===== src/iram_pkg.sv =====
// shared sizes and types for the microcode instruction memory
// 16k words of 48 instruction bits plus odd parity in bit 48
package iram_pkg;

   // word and address geometry
   localparam int iram_word_bits = 49;      // 48 data bits + parity
   localparam int iram_addr_bits = 14;      // 16384 words in total
   localparam int iram_banks     = 4;
   localparam int bank_sel_bits  = 2;       // address bits 13:12
   localparam int bank_addr_bits = 12;      // address bits 11:0
   localparam int bank_words     = 4096;

   // clocks from a bank read strobe to data on the bank output
   localparam int bank_read_latency = 2;

   // rden at the top to q_valid, bank stages plus the mux register
   localparam int iram_read_latency = bank_read_latency + 1;

   // one instruction word, parity in the msb
   typedef logic [iram_word_bits-1:0] iram_word_t;

   // full word address seen by the host
   typedef logic [iram_addr_bits-1:0] iram_addr_t;

   // word address inside one bank
   typedef logic [bank_addr_bits-1:0] bank_addr_t;

   // bank index
   typedef logic [bank_sel_bits-1:0]  bank_sel_t;

   // one strobe bit per bank
   typedef logic [iram_banks-1:0]     bank_mask_t;

endpackage

===== src/iram_read_mux.sv =====
// IRAM read mux
// picks the returning bank's word, registers it and checks odd parity
module iram_read_mux (
   input  logic                 clk_a,
   input  logic                 arst_n,
   input  logic                 ret_valid,   // bank data valid this cycle
   input  iram_pkg::bank_sel_t  ret_bank,
   input  iram_pkg::iram_word_t q0,
   input  iram_pkg::iram_word_t q1,
   input  iram_pkg::iram_word_t q2,
   input  iram_pkg::iram_word_t q3,
   output iram_pkg::iram_word_t q,
   output logic                 q_valid,
   output logic                 parity_error
);
   import iram_pkg::*;

   iram_word_t sel_word;    // word of the returning bank
   logic       sel_odd;     // odd count of ones, the good case

   // bank select
   always_comb
   begin
      case (ret_bank)
         2'd0:    sel_word = q0;
         2'd1:    sel_word = q1;
         2'd2:    sel_word = q2;
         default: sel_word = q3;
      endcase
   end

   // parity over all 49 bits, stored parity included
   assign sel_odd = ^sel_word;

   // output word
   // holds the last returned word between reads
   always_ff @(posedge clk_a)
   begin
      if (ret_valid)
      begin
         q <= sel_word;
      end
   end

   // flags, low out of reset
   always_ff @(posedge clk_a or negedge arst_n)
   begin
      if (!arst_n)
      begin
         q_valid      <= 1'b0;
         parity_error <= 1'b0;
      end
      else
      begin
         q_valid      <= ret_valid;
         parity_error <= ret_valid & ~sel_odd;   // even count means bad word
      end
   end

endmodule


===== config.mk =====
export PLATFORM = sky130hd
export DESIGN_NAME = iram_read_mux
export DESIGN_NICKNAME = d
export VERILOG_FILES = /design/src/iram_pkg.sv /design/src/iram_read_mux.sv
export SDC_FILE = /design/constraint.sdc
export NUM_CORES = 1
export LEC_CHECK = 0
export BUFFER_PORTS_ARGS = -buffer_cell sky130_fd_sc_hd__buf_2
export CAP_MARGIN = 25
export CORE_MARGIN = 2
export CORE_UTILIZATION = 25
export DETAILED_ROUTE_END_ITERATION = 6
export PLACE_DENSITY = 0.59
export SLEW_MARGIN = 20
export SYNTH_ARGS = -nofsm -noshare
export SYNTH_HDL_FRONTEND = slang
export SYNTH_SLANG_ARGS = --single-unit

===== constraint.sdc =====
create_clock -name clk_a -period 0.8 [get_ports clk_a]
set_clock_uncertainty 0.15 [all_clocks]
set_input_delay 0.04 -clock clk_a [delete_from_list [all_inputs] [get_ports clk_a]]
set_output_delay 0.04 -clock clk_a [all_outputs]
set_load 0.02 [all_outputs]

# [Word level (Yosys, flattened, before mapping)]
# Cells that the tools add are included.
# W data, S select, Z words.
[totals] wordCells=10 out_inout_bits=51 reg_bits=51 input_bits=201
[classes] bitwise_logic=2 eq_ne=2 reduce_logical=2 n_mux=1
[ops] cell="$pmux W49 S3" count=1
[ops] cell="$reduce_xor A49 Y1" count=1
[ops] cell="$eq A2 B1 Y1 const B" count=1
[ops] cell="$eq A2 B2 Y1 const B" count=1
[ops] cell="$logic_not A2 Y1" count=1
[ops] cell="$and A1 B1 Y1" count=1
[ops] cell="$not A1 Y1" count=1

# [Depth between registers and ports, before layout]
[logic_depth] depth_word=5 ltp_mapped=10 mapped_depth_nobuf=7

# [Least setup slack after synthesis]
# OpenSTA, ideal clock, no wires.
[synth_timing] kind="input-to-reg" startpoint="input port ret_bank[0]" endpoint="register parity_error" required_time_ns=0.531 path_stages=10 path_slack_ns=-1.548 setup_time_ns=0.119 t_arrival_ns=2.079 cell_sequence="buf_6 buf_12 buf_6 mux4_2 xnor2_1 xnor2_2 xnor2_1 xnor2_1 xnor3_1 and2_1"
[synth_between] elab_chain_len=5 word_cells_on_any_way=7 cone_classes="eq/ne: 2; mux: 1; bitwise: 2; reduce/logical: 2"
[synth_rtl] element="start: declaration" line_no="iram_read_mux.sv:7" text="input iram_pkg::bank_sel_t ret_bank,"
[synth_rtl] element="$eq A2 B2 Y1 (tied with other cells)" line_no="iram_read_mux.sv:24" text="case (ret_bank)"
[synth_rtl] element="$pmux W49 S3 (*)" line_no="iram_read_mux.sv:24"
[synth_rtl] element="net sel_word[20]" line_no="iram_read_mux.sv:18" text="iram_word_t sel_word;"
[synth_rtl] element="$reduce_xor A49 Y1 (*)" line_no="iram_read_mux.sv:33" text="assign sel_odd = ^sel_word;"
[synth_rtl] element="$not A1 Y1 (*)" line_no="iram_read_mux.sv:56" text="parity_error <= ret_valid & ~sel_odd;"
[synth_rtl] element="$and A1 B1 Y1 (*)" line_no="iram_read_mux.sv:56"
[synth_rtl] element="end signal: assignment" line_no="iram_read_mux.sv:56"
[synth_rtl] element="end: declaration" line_no="iram_read_mux.sv:14" text="output logic parity_error"
# The timed path passes the listed nets; every way through them passes the cells marked *.
# A chain may end at the register's enable or synchronous reset.

# [Worst setup path in the final report]
# Ends and elaborated chain as after synthesis.

==> impl_metrics.yaml <==
global_route:
  antenna_found_initial: 1
  grt_usage_pct: 13.7
  grt_first_pass_wirelength_mm: 14.0
  grt_overflow: 0
  grt_pass1_vias: 2778
  grt_max_degree: 25
route:
  met3_length_um: 786
  routed_via_density: 4.40
  drtAntennaViolNets: 0
  wire_per_inst_um: 16.8
  m1WireLength_mm: 3.65
  wl_met2_mm: 5.66
  routed.top_layer: "met4"
  vias: 2713
  dr.first_iter.drc_count: 105
  wl_mm: 10.3
  drc: 0
  dr.pass1.iters: 4
synthesis:
  yosysWarningCount: 0
  synthDistinctLibCells: 14
  synth_simple_gate_area_share_pct: 0.196
  synthAdderAreaFrac_pct: 0
  synth_most_common_cell: "edfxtp_1"
  synth-compound-area-share_pct: 0
  synthMuxAreaShare_pct: 35.1
  netlist_instances: 158
  synth_nets: 359
  synth_top_family_by_area: "multiplexers"
  netlist_area_um2: 3190
  yosysTopAreaCell: "edfxtp_1"
  ys_ff_latch: 51
  synth-xor-area-share_pct: 13.7
  synth_edf_count: 49
  synthDominantCellAreaShare_pct: 46.2
  yosys_most_used_dff: "edfxtp_1"
  async_flop_share_pct: 3.92
  synth_area_leaders: "edfxtp_1, mux4_2, xnor2_1, mux4_1, xor2_1"
  syn_avg_cell_area_um2: 20.2
  ys_seq_area_share_pct: 47.8
  synth_common_cells: "edfxtp_1, mux4_2, xnor2_1"
timing:
  whs_ns: -0.0498
  worst_slew_pin_slew_ns: 0.261
  rsz0062_at_grt: "yes"
  slew_headroom_pct: 82.5
  finalSetupViolCount: 101
  setup-tns-final_ns: -25.48
  period_share_pct: 277
  slew_viol_final: 0
  finalHoldViolCount: 3
  min_period_ns: 2.21
  fmax_mhz: 452
  worst_slack_ns: -1.41
finish:
  seqCellArea_um2: 1520
  fillers: 1147
  fin_nets: 643
  synthToLayoutAreaGrowth_pct: 71.8
  finalInstanceArea_um2: 5470
  multi_input_area_um2: 1580
  layout-drive-gt1-share_pct: 78.3
setup_path:
  slowest_delay_ns: 0.55
  cp-start-kind: "input port"
  crit_start: "ret_bank[0]"
  crit_type: "in2reg"
  crit_required_ns: 0.83
  crit_arrival_ns: 2.24
  crit_fanout: 8
  endpoint_kind: "flip-flop"
  crit_chain: "buf_12 > buf_12 > buf_8 > mux4_2 > xnor2_2 > xnor2_1 > xnor2_1 > xnor3_1 > xnor3_1 > and2_1"
  crit_slowest_cell: "mux4_2"
clock_network:
  cts_buffers: 5
  root_buffer: "clkbuf_16"
  cts.sink_count: 51
  clock_path_buffers: 2
  cts_max_level: 2
  clk_pin_slew_ns: 0.07
  cts_tree: "built"
  cts_hold_buf: 1
power_and_ir_drop:
  powerDensity_nw_per_um2: 1790
  peakVddDrop_uv: 863
  p_leak_nw: 2.39
  p_total_mw: 9.81
placement:
  io_buffers: 251
  hpwl_mm: 8.39
  place_area_um2: 4820
  dpl_worst_slack_ns: -1.83
  place.gp.congestion: 0.822
floorplanning:
  die-width_um: 117
  fp.coreArea_um2: 12500
  dieArea_um2: 13700
  ioPinCount: 252
  rows: 41
  die_h_um: 117
  initial_core_util_pct: 25.4
status:
  violations: "hold timing, setup timing"
  status: "finished with violations"
run:
  drv_cap: 0
worst_hold_path:
  hold_class: "in2async"
-- cells by family after synthesis --
| logic type | count (synthesis) |
|---|---|
| xor+xnor | 46 |
| simple gates | 1 |
| buf+inv | 11 |
| mux | 49 |
| flops | 51 |
-- worst max-delay path: cells and delay by family --
family        cells  cell delay [ns]
mux               1             0.55
simple gates      1             0.15
buf+inv           3             0.35
xor+xnor          5             1.15
-- cell usage in the layout, fill, tap and decap left out, types with 2 or more instances in the layout --
cell         n
buf_2      209
edfxtp_1    49
mux4_2      48
buf_6       47
xnor2_1     32
buf_4       16
buf_12       9
xor2_1       7
clkbuf_16    7
xnor2_2      5
buf_8        3
xnor3_1      2
dfrtp_1      2
-- worst paths after layout --
check,to,slack [ns],cells past startpoint
min in group clk_a,q_valid,-0.04,2
max in group asynchronous,parity_error,0.45,2
worst min-delay path,q_valid,-0.05,2
worst max-delay path,parity_error,-1.41,10
-- timing repair --
action | CTS | global route
hold endpoints to repair | 3 | 3
pin swaps | 8 | 0
buffers inserted | 8 | 6
cloned | 0 | 3
endpoints found under the setup margin | 101 | 101
resized for setup | 53 | 51
-- per-layer routing --
| metal | vias to the layer above | track usage [%] |
|---|---|---|
| li1 | 1236 | - |
| met1 | 1312 | 15.3 |
| met2 | 151 | 26.0 |
| met3 | 14 | 2.73 |
| met4 | 0 | 4.31 |
| met5 | - | 0 |
-- final cells by class --
type / instances / area share, %
clock buffers: 5 / 2.29
multi-input cells: 96 / 28.9
flip-flops and latches: 51 / 27.8
clock inverters: 3 / 0.366
diodes: 1 / 0.0457
well taps: 172 / 3.93
repair buffers: 288 / 36.7
-- report_power, final --
group / internal, mW / switching, mW
registers: 3.30 / 0.123
logic: 2.57 / 1.67
clock network: 1.16 / 0.988
-- stage by stage --
stage / utilization [%] / cells
finish: 43.7 / 616
global placement: 38.5 / 590
CTS: 41.6 / 607
global route: 43.7 / 616
floorplan: - / 158
detailed placement: 38.5 / 590
-- state kept, by name, indices dropped and copies added, names as in the netlist --
name          count
q                49
parity_error      1
q_valid           1
Note: power is estimated with default switching activity, not from simulation.
