<file path="config.mk">
export PLATFORM = sky130hd
export DESIGN_NAME = iram_bank_select
export DESIGN_NICKNAME = d
export VERILOG_FILES = /design/src/iram_pkg.sv /design/src/iram_bank_select.sv
export SDC_FILE = /design/constraint.sdc
export NUM_CORES = 1
export LEC_CHECK = 0
export ABC_AREA = 1
export BUFFER_PORTS_ARGS = -buffer_cell sky130_fd_sc_hd__buf_2
export CAP_MARGIN = 20
export CORE_MARGIN = 10
export CORE_UTILIZATION = 22
export DETAILED_ROUTE_END_ITERATION = 8
export MAX_ROUTING_LAYER = met4
export PLACE_DENSITY = 0.79
export SKIP_LAST_GASP = 1
export SYNTH_ARGS = -nofsm -noshare
export SYNTH_HDL_FRONTEND = slang
export SYNTH_SLANG_ARGS = --single-unit
export TNS_END_PERCENT = 20
</file>
<file path="constraint.sdc">
create_clock -name clk_a -period 0.8 [get_ports clk_a]
set_input_delay 0.12 -clock clk_a [delete_from_list [all_inputs] [get_ports clk_a]]
set_output_delay 0.12 -clock clk_a [all_outputs]
set_load 0.05 [all_outputs]
</file>
<file path="src/iram_pkg.sv">
// shared sizes and types for the microcode instruction memory
// 16k words of 48 instruction bits plus odd parity in bit 48
package iram_pkg;

   // word and address geometry
   localparam int iram_word_bits = 49;      // 48 data bits + parity
   localparam int iram_addr_bits = 14;      // 16384 words in total
   localparam int iram_banks     = 4;
   localparam int bank_sel_bits  = 2;       // address bits 13:12
   localparam int bank_addr_bits = 12;      // address bits 11:0
   localparam int bank_words     = 4096;

   // clocks from a bank read strobe to data on the bank output
   localparam int bank_read_latency = 2;

   // rden at the top to q_valid, bank stages plus the mux register
   localparam int iram_read_latency = bank_read_latency + 1;

   // one instruction word, parity in the msb
   typedef logic [iram_word_bits-1:0] iram_word_t;

   // full word address seen by the host
   typedef logic [iram_addr_bits-1:0] iram_addr_t;

   // word address inside one bank
   typedef logic [bank_addr_bits-1:0] bank_addr_t;

   // bank index
   typedef logic [bank_sel_bits-1:0]  bank_sel_t;

   // one strobe bit per bank
   typedef logic [iram_banks-1:0]     bank_mask_t;

endpackage
</file>
<file path="src/iram_bank_select.sv">
// IRAM bank selector
// decodes the host address into per-bank strobes and word address
// and tracks which bank returns data for each read in flight
module iram_bank_select (
   input  logic                 clk_a,
   input  logic                 arst_n,
   input  iram_pkg::iram_addr_t address,
   input  iram_pkg::iram_word_t data,
   input  logic                 wren,
   input  logic                 rden,
   output iram_pkg::bank_mask_t bank_wren,
   output iram_pkg::bank_mask_t bank_rden,
   output iram_pkg::bank_addr_t bank_addr,
   output iram_pkg::iram_word_t bank_data,
   output logic                 ret_valid,   // bank data valid this cycle
   output iram_pkg::bank_sel_t  ret_bank     // which bank it comes from
);
   import iram_pkg::*;

   bank_sel_t  sel;                           // bank index of this access

   // read tracking, one entry per bank stage
   logic       valid_pipe [bank_read_latency];
   bank_sel_t  bank_pipe  [bank_read_latency];

   // upper bits pick the bank, lower bits go to every bank
   assign sel       = address[iram_addr_bits-1 -: bank_sel_bits];
   assign bank_addr = address[bank_addr_bits-1:0];
   assign bank_data = data;                   // shared write bus

   // one-hot strobes
   // only the addressed bank sees wren or rden
   always_comb
   begin
      bank_wren = '0;
      bank_rden = '0;
      if (wren)
      begin
         bank_wren[sel] = 1'b1;
      end
      if (rden)
      begin
         bank_rden[sel] = 1'b1;
      end
   end

   // valid flag delay line, cleared on reset
   always_ff @(posedge clk_a or negedge arst_n)
   begin
      if (!arst_n)
      begin
         for (int i = 0; i < bank_read_latency; i++)
         begin
            valid_pipe[i] <= 1'b0;
         end
      end
      else
      begin
         valid_pipe[0] <= rden;               // read issued this edge
         for (int i = 1; i < bank_read_latency; i++)
         begin
            valid_pipe[i] <= valid_pipe[i-1];
         end
      end
   end

   // bank index delay line
   // only meaningful where the valid flag is set
   always_ff @(posedge clk_a)
   begin
      bank_pipe[0] <= sel;
      for (int i = 1; i < bank_read_latency; i++)
      begin
         bank_pipe[i] <= bank_pipe[i-1];
      end
   end

   // last stage lines up with the bank output register
   assign ret_valid = valid_pipe[bank_read_latency-1];
   assign ret_bank  = bank_pipe[bank_read_latency-1];

endmodule

</file>
# Yosys cells after proc, flatten, opt, wreduce, memory -nomap -nowiden
# Memories as Yosys holds them, arrays and structs flattened.
# Cells that the tools add are included.
[totals] mem_count=1 out_inout_bits=72 reg_bits=2 in_bits=67 mem_bits_rw=4 word_cells=10
[memory_table] memory="bank_pipe" words=2 word_bits=2 read_ports=2 rd_clocked_by_memory_dff=0 wr=2 line="iram_bank_select.sv:24" text="bank_sel_t bank_pipe [bank_read_latency];"
[op_classes] magnitude_cmp=2 mux=4 reduce_logical=1
[op_table] cell="two-way mux 4 bit" n=2
[op_table] cell="< comparator 2 x 3 -> 1 bit, second input constant" n=1
[op_table] cell="demux 1 bit (select 2 bit)" n=1
[op_table] cell=">= comparator 2 x 1 -> 1 bit, second input constant" n=1
[op_table] cell="logical AND 1 bit" n=1
[op_table] cell="two-way mux 1 bit" n=1

# Depth between registers and ports, before layout
# Gate-level depths: netlist of run 1.
[logic_depth] word_depth=5 mapped_depth=3 mapped_depth_nobuf=3

# Worst setup path after synthesis of run 1
# OpenSTA, ideal clock, no wires.
[synth_timing] path_type="input port to output port" from="input address[13]" to="output bank_rden[0]" path_buffers=0 stages=3 path_slack_ps=-197 arrival_ps=877 t_required_ps=680 path_cell_list="inv_1 > nand2_1 > nor2_1"
[synth_between] elab_chain_cells=5 elab_cells_between_ends=6 classes_between="2 x order compare; 3 x mux; 1 x reduce/logical"
[synth_lines] element="start, declared" line="iram_bank_select.sv:7" text="input iram_pkg::iram_addr_t address,"
[synth_lines] element="< comparator 2 x 3 -> 1 bit (not written as such) / >= comparator 2 x 1 -> 1 bit (equally long branches)" line="iram_bank_select.sv:43" text="bank_rden[sel] = 1'b1;"
[synth_lines] element="logical AND 1 bit (not written as such)" line="iram_bank_select.sv:43"
[synth_lines] element="two-way mux 1 bit (not written as such)" line="iram_bank_select.sv:43"
[synth_lines] element="demux 1 bit (select 2 bit) *" line="iram_bank_select.sv:43"
[synth_lines] element="two-way mux 4 bit *" line="iram_bank_select.sv:41" text="if (rden)"
[synth_lines] element="end, declared" line="iram_bank_select.sv:12" text="output iram_pkg::bank_mask_t bank_rden,"
# Every way passes the cells marked *; elsewhere a longest branch is shown, timed or not.

# Final worst setup path of run 1
[layout_timing] from="register valid_pipe, in the netlist ret_valid" to="output ret_valid"
[layout_lines] element="start, declared" line="iram_bank_select.sv:23" text="logic valid_pipe [bank_read_latency];"
[layout_lines] element="start signal, assigned by index" line="iram_bank_select.sv:62" text="valid_pipe[i] <= valid_pipe[i-1];"
[layout_lines] element="end, declared" line="iram_bank_select.sv:15" text="output logic ret_valid,"
# No word-level cell between the ends.

==> impl_metrics.py, run 1 <==
metrics = {
    "setup_path": {
        "crit_buf_inv": 1,
        "cp.arrival_ps": 770,
        "slowest_delay_ps": 370,
        "timing_worst_setup_path_type": "reg -> out",
        "r2r-start": "valid_pipe[1]$_DFF_PN0_",
        "reg2reg_to": "ret_valid$_DFF_PN0_",
        "startpoint_type": "flop",
        "crit_chain": "buf_6",
        "cp_max_fo": 1,
        "cp.required_ps": 680,
        "ff2ff_setup_slack_ps": 330,
        "cp-end-kind": "output pin",
        "slowest_stage": "dfrtp_1",
        "reg2regPathDepth": 0,
        "cp_top_family": "flip-flops",
    },
    "synthesis": {
        "synth_top_area_cell": "buf_4",
        "yosysUniqueCellTypes": 6,
        "synth_area_leaders": "buf_4 (71%), dfxtp_1 (12%), dfrtp_1 (7.5%), nor2_1 (4.5%), inv_1 (2.3%)",
        "netlist_instances": 85,
        "synth_top_area_share_pct": 71.32,
        "synth_flop_cell": "dfxtp_1",
        "synth_edf_count": 0,
        "yosysSeqAreaShare_pct": 19.62,
        "synth_commonest_cells": "buf_4 (63), nor2_1 (8), dfxtp_1 (4), inv_1 (4), nand2_1 (4)",
        "synth_area_um2": 663.1,
        "synthArstFlopShare_pct": 33.33,
        "ys_seq_elements": 6,
        "syn_area_per_cell_um2": 7.802,
        "synth_nets": 152,
        "synthMostInstantiatedCell": "buf_4",
        "yosys_warnings": 0,
    },
    "timing": {
        "clock.fmax_mhz": 1122,
        "fin_skew_ps": 10.66,
        "layout_setup_ws_ps": -91.43,
        "fin_crit_ps": 891.4,
        "rsz0062_at_grt": "true",
        "hold_violations": 0,
        "maxSlewHeadroom_pct": 83.16,
        "worst-slew-pin-transition_ps": 254.3,
        "drv_slew": 0,
        "period_share_pct": 111.4,
        "setup_violations": 8,
    },
    "routing": {
        "antenna_left": 0,
        "wl_um": 1130,
        "via_per_inst": 3.800,
        "dr.pass1.iters": 2,
        "drt_iter0_markers": 3,
        "wl_per_cell_um": 15.07,
        "vias": 285,
        "drc": 0,
    },
    "final_layout": {
        "area_growth_pct": -43.02,
        "fin_util_pct": 13.36,
        "final_nets": 112,
        "final-seq-area_um2": 130.1,
        "num_antenna_cells": 0,
        "final_layout_size_suffix_gt1_share_pct": 50.00,
        "fill_cells": 314,
        "multi_input_comb_area_um2": 50.05,
        "finalInstanceArea_um2": 377.9,
        "stdcell_count": 75,
    },
    "floorplanning": {
        "fp.dieW_um": 74.90,
        "io_pins": 139,
        "start_util_pct": 23.44,
        "rows": 19,
        "dieArea_um2": 5610,
        "core_area_um2": 2829,
        "die_h_um": 74.90,
    },
    "grt": {
        "antenna_found_initial": 0,
        "grtUsageTotal_pct": 3.640,
        "overflow": 0,
        "grt_max_degree": 5,
        "grt_pass1_vias": 286,
        "grt_pass1_wl_um": 1400,
    },
    "power_and_ir_drop": {
        "p_per_area_nw_per_um2": 2103,
        "pwr-share-comb_pct": 21.5,
        "clock_power_share_pct": 38.0,
        "leakage_nw": 0.2036,
        "swShare_pct": 30.29,
        "p_sw_mw": 0.2406,
        "vdd_drop_max_mv": 0.2196,
        "internal_power_mw": 0.5539,
        "power.share.sequential_pct": 40.5,
    },
    "clocking": {
        "cts_buffers": 3,
        "clk_latency_ps": 250,
        "cts_tree": "yes",
        "htree_levels": 1,
        "cts.path.max_buffers": 2,
        "cts_sinks": 6,
        "clk_pin_slew_ps": 50,
        "clock-root-buffer": "clkbuf_4",
        "post_cts_buffers": 0,
    },
    "run_status": {
        "violations": "negative setup slack",
        "status": "finished, violations left",
    },
    "place": {
        "placedCellCount": 69,
        "place_hpwl_um": 843.6,
        "place.gp.congestion": 0.7718,
        "placed_cell_area_um2": 309.0,
        "portBuffers": 16,
    },
    "flow_run": {
        "timing.max_cap.violations": 0,
    },
    "min_path": {
        "holdPathEnd": "bank_pipe[0][1]$_DFF_P_",
        "hold_path.class": "in -> reg",
        "hold_start": "address[13]",
        "hold_path_depth": 1,
    },
}
[per-stage QoR]
step	hold slack [ps]	setup WS, ps	total power [mW]	TNS (ps)
after global routing	14.05	-130.2	0.8494	-752.7
after CTS	1.023	-111.3	0.8142	-475.2
after floorplan	-175.6	-196.6	1.261	-1469
after global placement	-94.32	-58.29	0.4761	-215.3
final	26.23	-91.43	0.7945	-368.1
after detailed placement	-94.50	-56.49	0.4763	-221.2
[state kept, by name, summed over array words and instances (netlist names)]
register and flops:
valid_pipe 1, ret_valid 1, bank_pipe 4
[cell families after synthesis]
| group | after synthesis | share of synthesized area, % |
|---|---|---|
| buffers and inverters | 67 | 73.58 |
| and+or+nand+nor | 12 | 6.792 |
| DFF | 6 | 19.62 |
[cells in the final DEF, fill, tap and decap left out, types with 2 or more instances in the layout]
| cell | n |
|---|---|
| dfrtp_1 | 2 |
| clkbuf_4 | 3 |
| nor2_1 | 7 |
| buf_2 | 12 |
| buf_6 | 2 |
| dfxtp_1 | 4 |
| nand2_1 | 3 |
| inv_1 | 3 |
| dlygate4sd3_1 | 2 |
| buf_4 | 2 |
[power groups by stage]
stage	clock [mW]	combinational, mW	sequential, mW
floorplan	0	0.927	0.335
global placement	0	0.151	0.325
detailed placement	0	0.151	0.326
CTS	0.328	0.165	0.321
global route	0.347	0.180	0.323
finish	0.302	0.171	0.322
[worst max-delay path by stage]
stage | cells past startpoint | endpoint | start
finish | 1 | ret_valid | ret_valid$_DFF_PN0_
floorplan | 3 | bank_rden[0] | address[13]
global route | 1 | ret_valid | ret_valid$_DFF_PN0_
global placement | 5 | bank_rden[2] | address[12]
detailed placement | 5 | bank_wren[1] | address[13]
CTS | 1 | ret_valid | ret_valid$_DFF_PN0_
[layout make-up]
cell class | instances | area share, %
Multi-Input combinational cell | 12 | 13.25
Sequential cell | 6 | 34.44
Tap cell | 31 | 10.26
Timing Repair Buffer | 18 | 31.13
Clock buffer | 4 | 6.954
Inverter | 4 | 3.974
[repair_timing]
item | 4_1_cts | 5_1_grt
pin swaps | 0 | 1
resized for setup | 4 | 6
hold buffers | 2 | 0
endpoints found under the setup margin | 9 | 11
endpoints found under the hold margin | 3 | 0
[layer usage]
layer / GRT usage (%) / vias to the layer above / part of all wire [%] / wire (µm)
met5: - / - / 0 / 0
met1: 1.120 / 107 / 20 / 228
li1: - / 106 / - / -
met2: 4.095 / 44 / 35 / 395
met3: 3.022 / 28 / 30 / 338
met4: 10.71 / 0 / 15 / 167
(Power assumes the default switching activity.)
==> inputs of run 2 (changes only) <==
==> constraint.sdc (replaced) <==
create_clock -name clk_a -period 0.8 [get_ports clk_a]
set_input_delay 0.04 -clock clk_a [delete_from_list [all_inputs] [get_ports clk_a]]
set_output_delay 0.04 -clock clk_a [all_outputs]
set_load 0.05 [all_outputs]
==> impl_metrics.py, run 2 (synthesized netlist as in run 1, its figures left out) <==
metrics = {
    "place": {
        "placed_cell_area_um2": 309.0,
        "place.gp.congestion": 0.7727,
        "place_hpwl_um": 844.9,
        "placedCellCount": 69,
        "portBuffers": 16,
    },
    "setup_path": {
        "timing_worst_setup_path_type": "reg -> out",
        "cp_top_family": "flip-flops",
        "cp_max_fo": 1,
        "ff2ff_setup_slack_ps": 330,
        "cp.required_ps": 760,
        "crit_buf_inv": 1,
        "cp.arrival_ps": 770,
        "slowest_delay_ps": 370,
        "cp-end-kind": "output pin",
        "slowest_stage": "dfrtp_1",
        "crit_chain": "buf_6",
        "startpoint_type": "flop",
    },
    "power_and_ir_drop": {
        "finalPower_mw": 0.7981,
        "vdd_drop_max_mv": 0.2350,
        "p_per_area_nw_per_um2": 2064,
        "leakage_nw": 0.2121,
    },
    "timing": {
        "hold_violations": 0,
        "fin_crit_ps": 811.8,
        "drv_slew": 0,
        "clock.fmax_mhz": 1232,
        "worst-slew-pin-transition_ps": 261.4,
        "rsz0062_at_grt": "true",
        "setup_violations": 1,
        "maxSlewHeadroom_pct": 82.69,
        "fin_skew_ps": 10.55,
        "layout_setup_ws_ps": -11.79,
        "period_share_pct": 101.5,
    },
    "routing": {
        "drc": 0,
        "vias": 291,
        "wl_per_cell_um": 14.65,
        "dr.pass1.iters": 2,
        "wl_um": 1128,
        "via_per_inst": 3.779,
        "drt_iter0_markers": 3,
        "antenna_left": 0,
    },
    "grt": {
        "grt_pass1_wl_um": 1462,
        "grtUsageTotal_pct": 3.861,
        "overflow": 0,
        "grtUsageMet2_pct": 4.190,
        "use_met1_pct": 1.270,
        "use_met3_pct": 3.679,
        "grt_max_degree": 5,
        "top_usage_layer": "met4",
        "grt_pass1_vias": 299,
        "antenna_found_initial": 0,
    },
    "clocking": {
        "htree_levels": 1,
        "cts_sinks": 6,
        "clock-root-buffer": "clkbuf_4",
        "clk_pin_slew_ps": 50,
        "post_cts_buffers": 0,
        "clk_latency_ps": 250,
        "cts_tree": "yes",
        "cts_buffers": 3,
        "cts.path.max_buffers": 2,
    },
    "final_layout": {
        "largest_reg_flops": 4,
        "num_antenna_cells": 0,
        "regMostFlops": "bank_pipe",
        "stdcell_count": 77,
        "layout.cells.most_common": "buf_2",
        "area_growth_pct": -41.70,
        "fin_util_pct": 13.67,
        "finalInstanceArea_um2": 386.6,
        "final_layout_size_suffix_gt1_share_pct": 41.30,
        "final_nets": 114,
        "layout_common_cells": "buf_2 (13), nor2_1 (8)",
    },
    "flow_run": {
        "timing.max_cap.violations": 0,
    },
    "floorplanning": {
        "io_pins": 139,
        "rows": 19,
        "start_util_pct": 23.44,
        "dieArea_um2": 5610,
        "die_h_um": 74.90,
        "fp.dieW_um": 74.90,
        "core_area_um2": 2829,
    },
    "run_status": {
        "violations": "negative setup slack",
        "status": "finished, violations left",
    },
    "min_path": {
        "hold_path.class": "in -> out",
    },
}
==> run 2: through the flow <==
stage	worst slack [ps]	hold WS [ps]	setup TNS (ps)
2_1_floorplan	-36.59	-255.6	-204.3
3_3_place_gp	101.7	-174.3	0
3_5_place_dp	106.0	-174.8	0
4_1_cts	-46.09	80.24	-83.43
5_1_grt	-54.94	80.07	-130.1
6_report	-11.79	80.02	-11.79
==> run 2: worst paths after layout <==
kind | start | endpoint | depth (start not counted)
max in group asynchronous | arst_n | valid_pipe[1]$_DFF_PN0_ | 2
max | ret_valid$_DFF_PN0_ | ret_valid | 1
min reg2reg | bank_pipe[0][0]$_DFF_P_ | bank_pipe[0][2]$_DFF_P_ | 0
min in group asynchronous | arst_n | ret_valid$_DFF_PN0_ | 2
min | data[10] | bank_data[10] | 0
max reg2reg | valid_pipe[1]$_DFF_PN0_ | ret_valid$_DFF_PN0_ | 0
==> run 2: where the power goes <==
part | switching (mW) | internal [mW]
clock | 0.116 | 0.189
sequential | 0.00400 | 0.317
combinational | 0.121 | 0.0500
total | 0.242 | 0.556
==> run 2: metal layers <==
layer | share of wire (%) | wire length (µm)
met5 | 0 | 0
met4 | 15 | 167
met3 | 32 | 357
met2 | 32 | 363
met1 | 21 | 239
==> run 2: repair_timing <==
action | 4_1_cts | 5_1_grt
setup endpoints to repair | 3 | 3
hold endpoints to repair | 5 | 0
hold buffers | 4 | 0
resized for setup | 3 | 1
==> run 2: layout make-up <==
type                    instances  area [µm²]
clock buffers                   4       26.28
well taps                      31       38.79
inverters                       4       15.01
multi-input cells              12       45.04
flip-flops and latches          6       130.1
repair buffers                 20       131.4
fillers                       309        2442
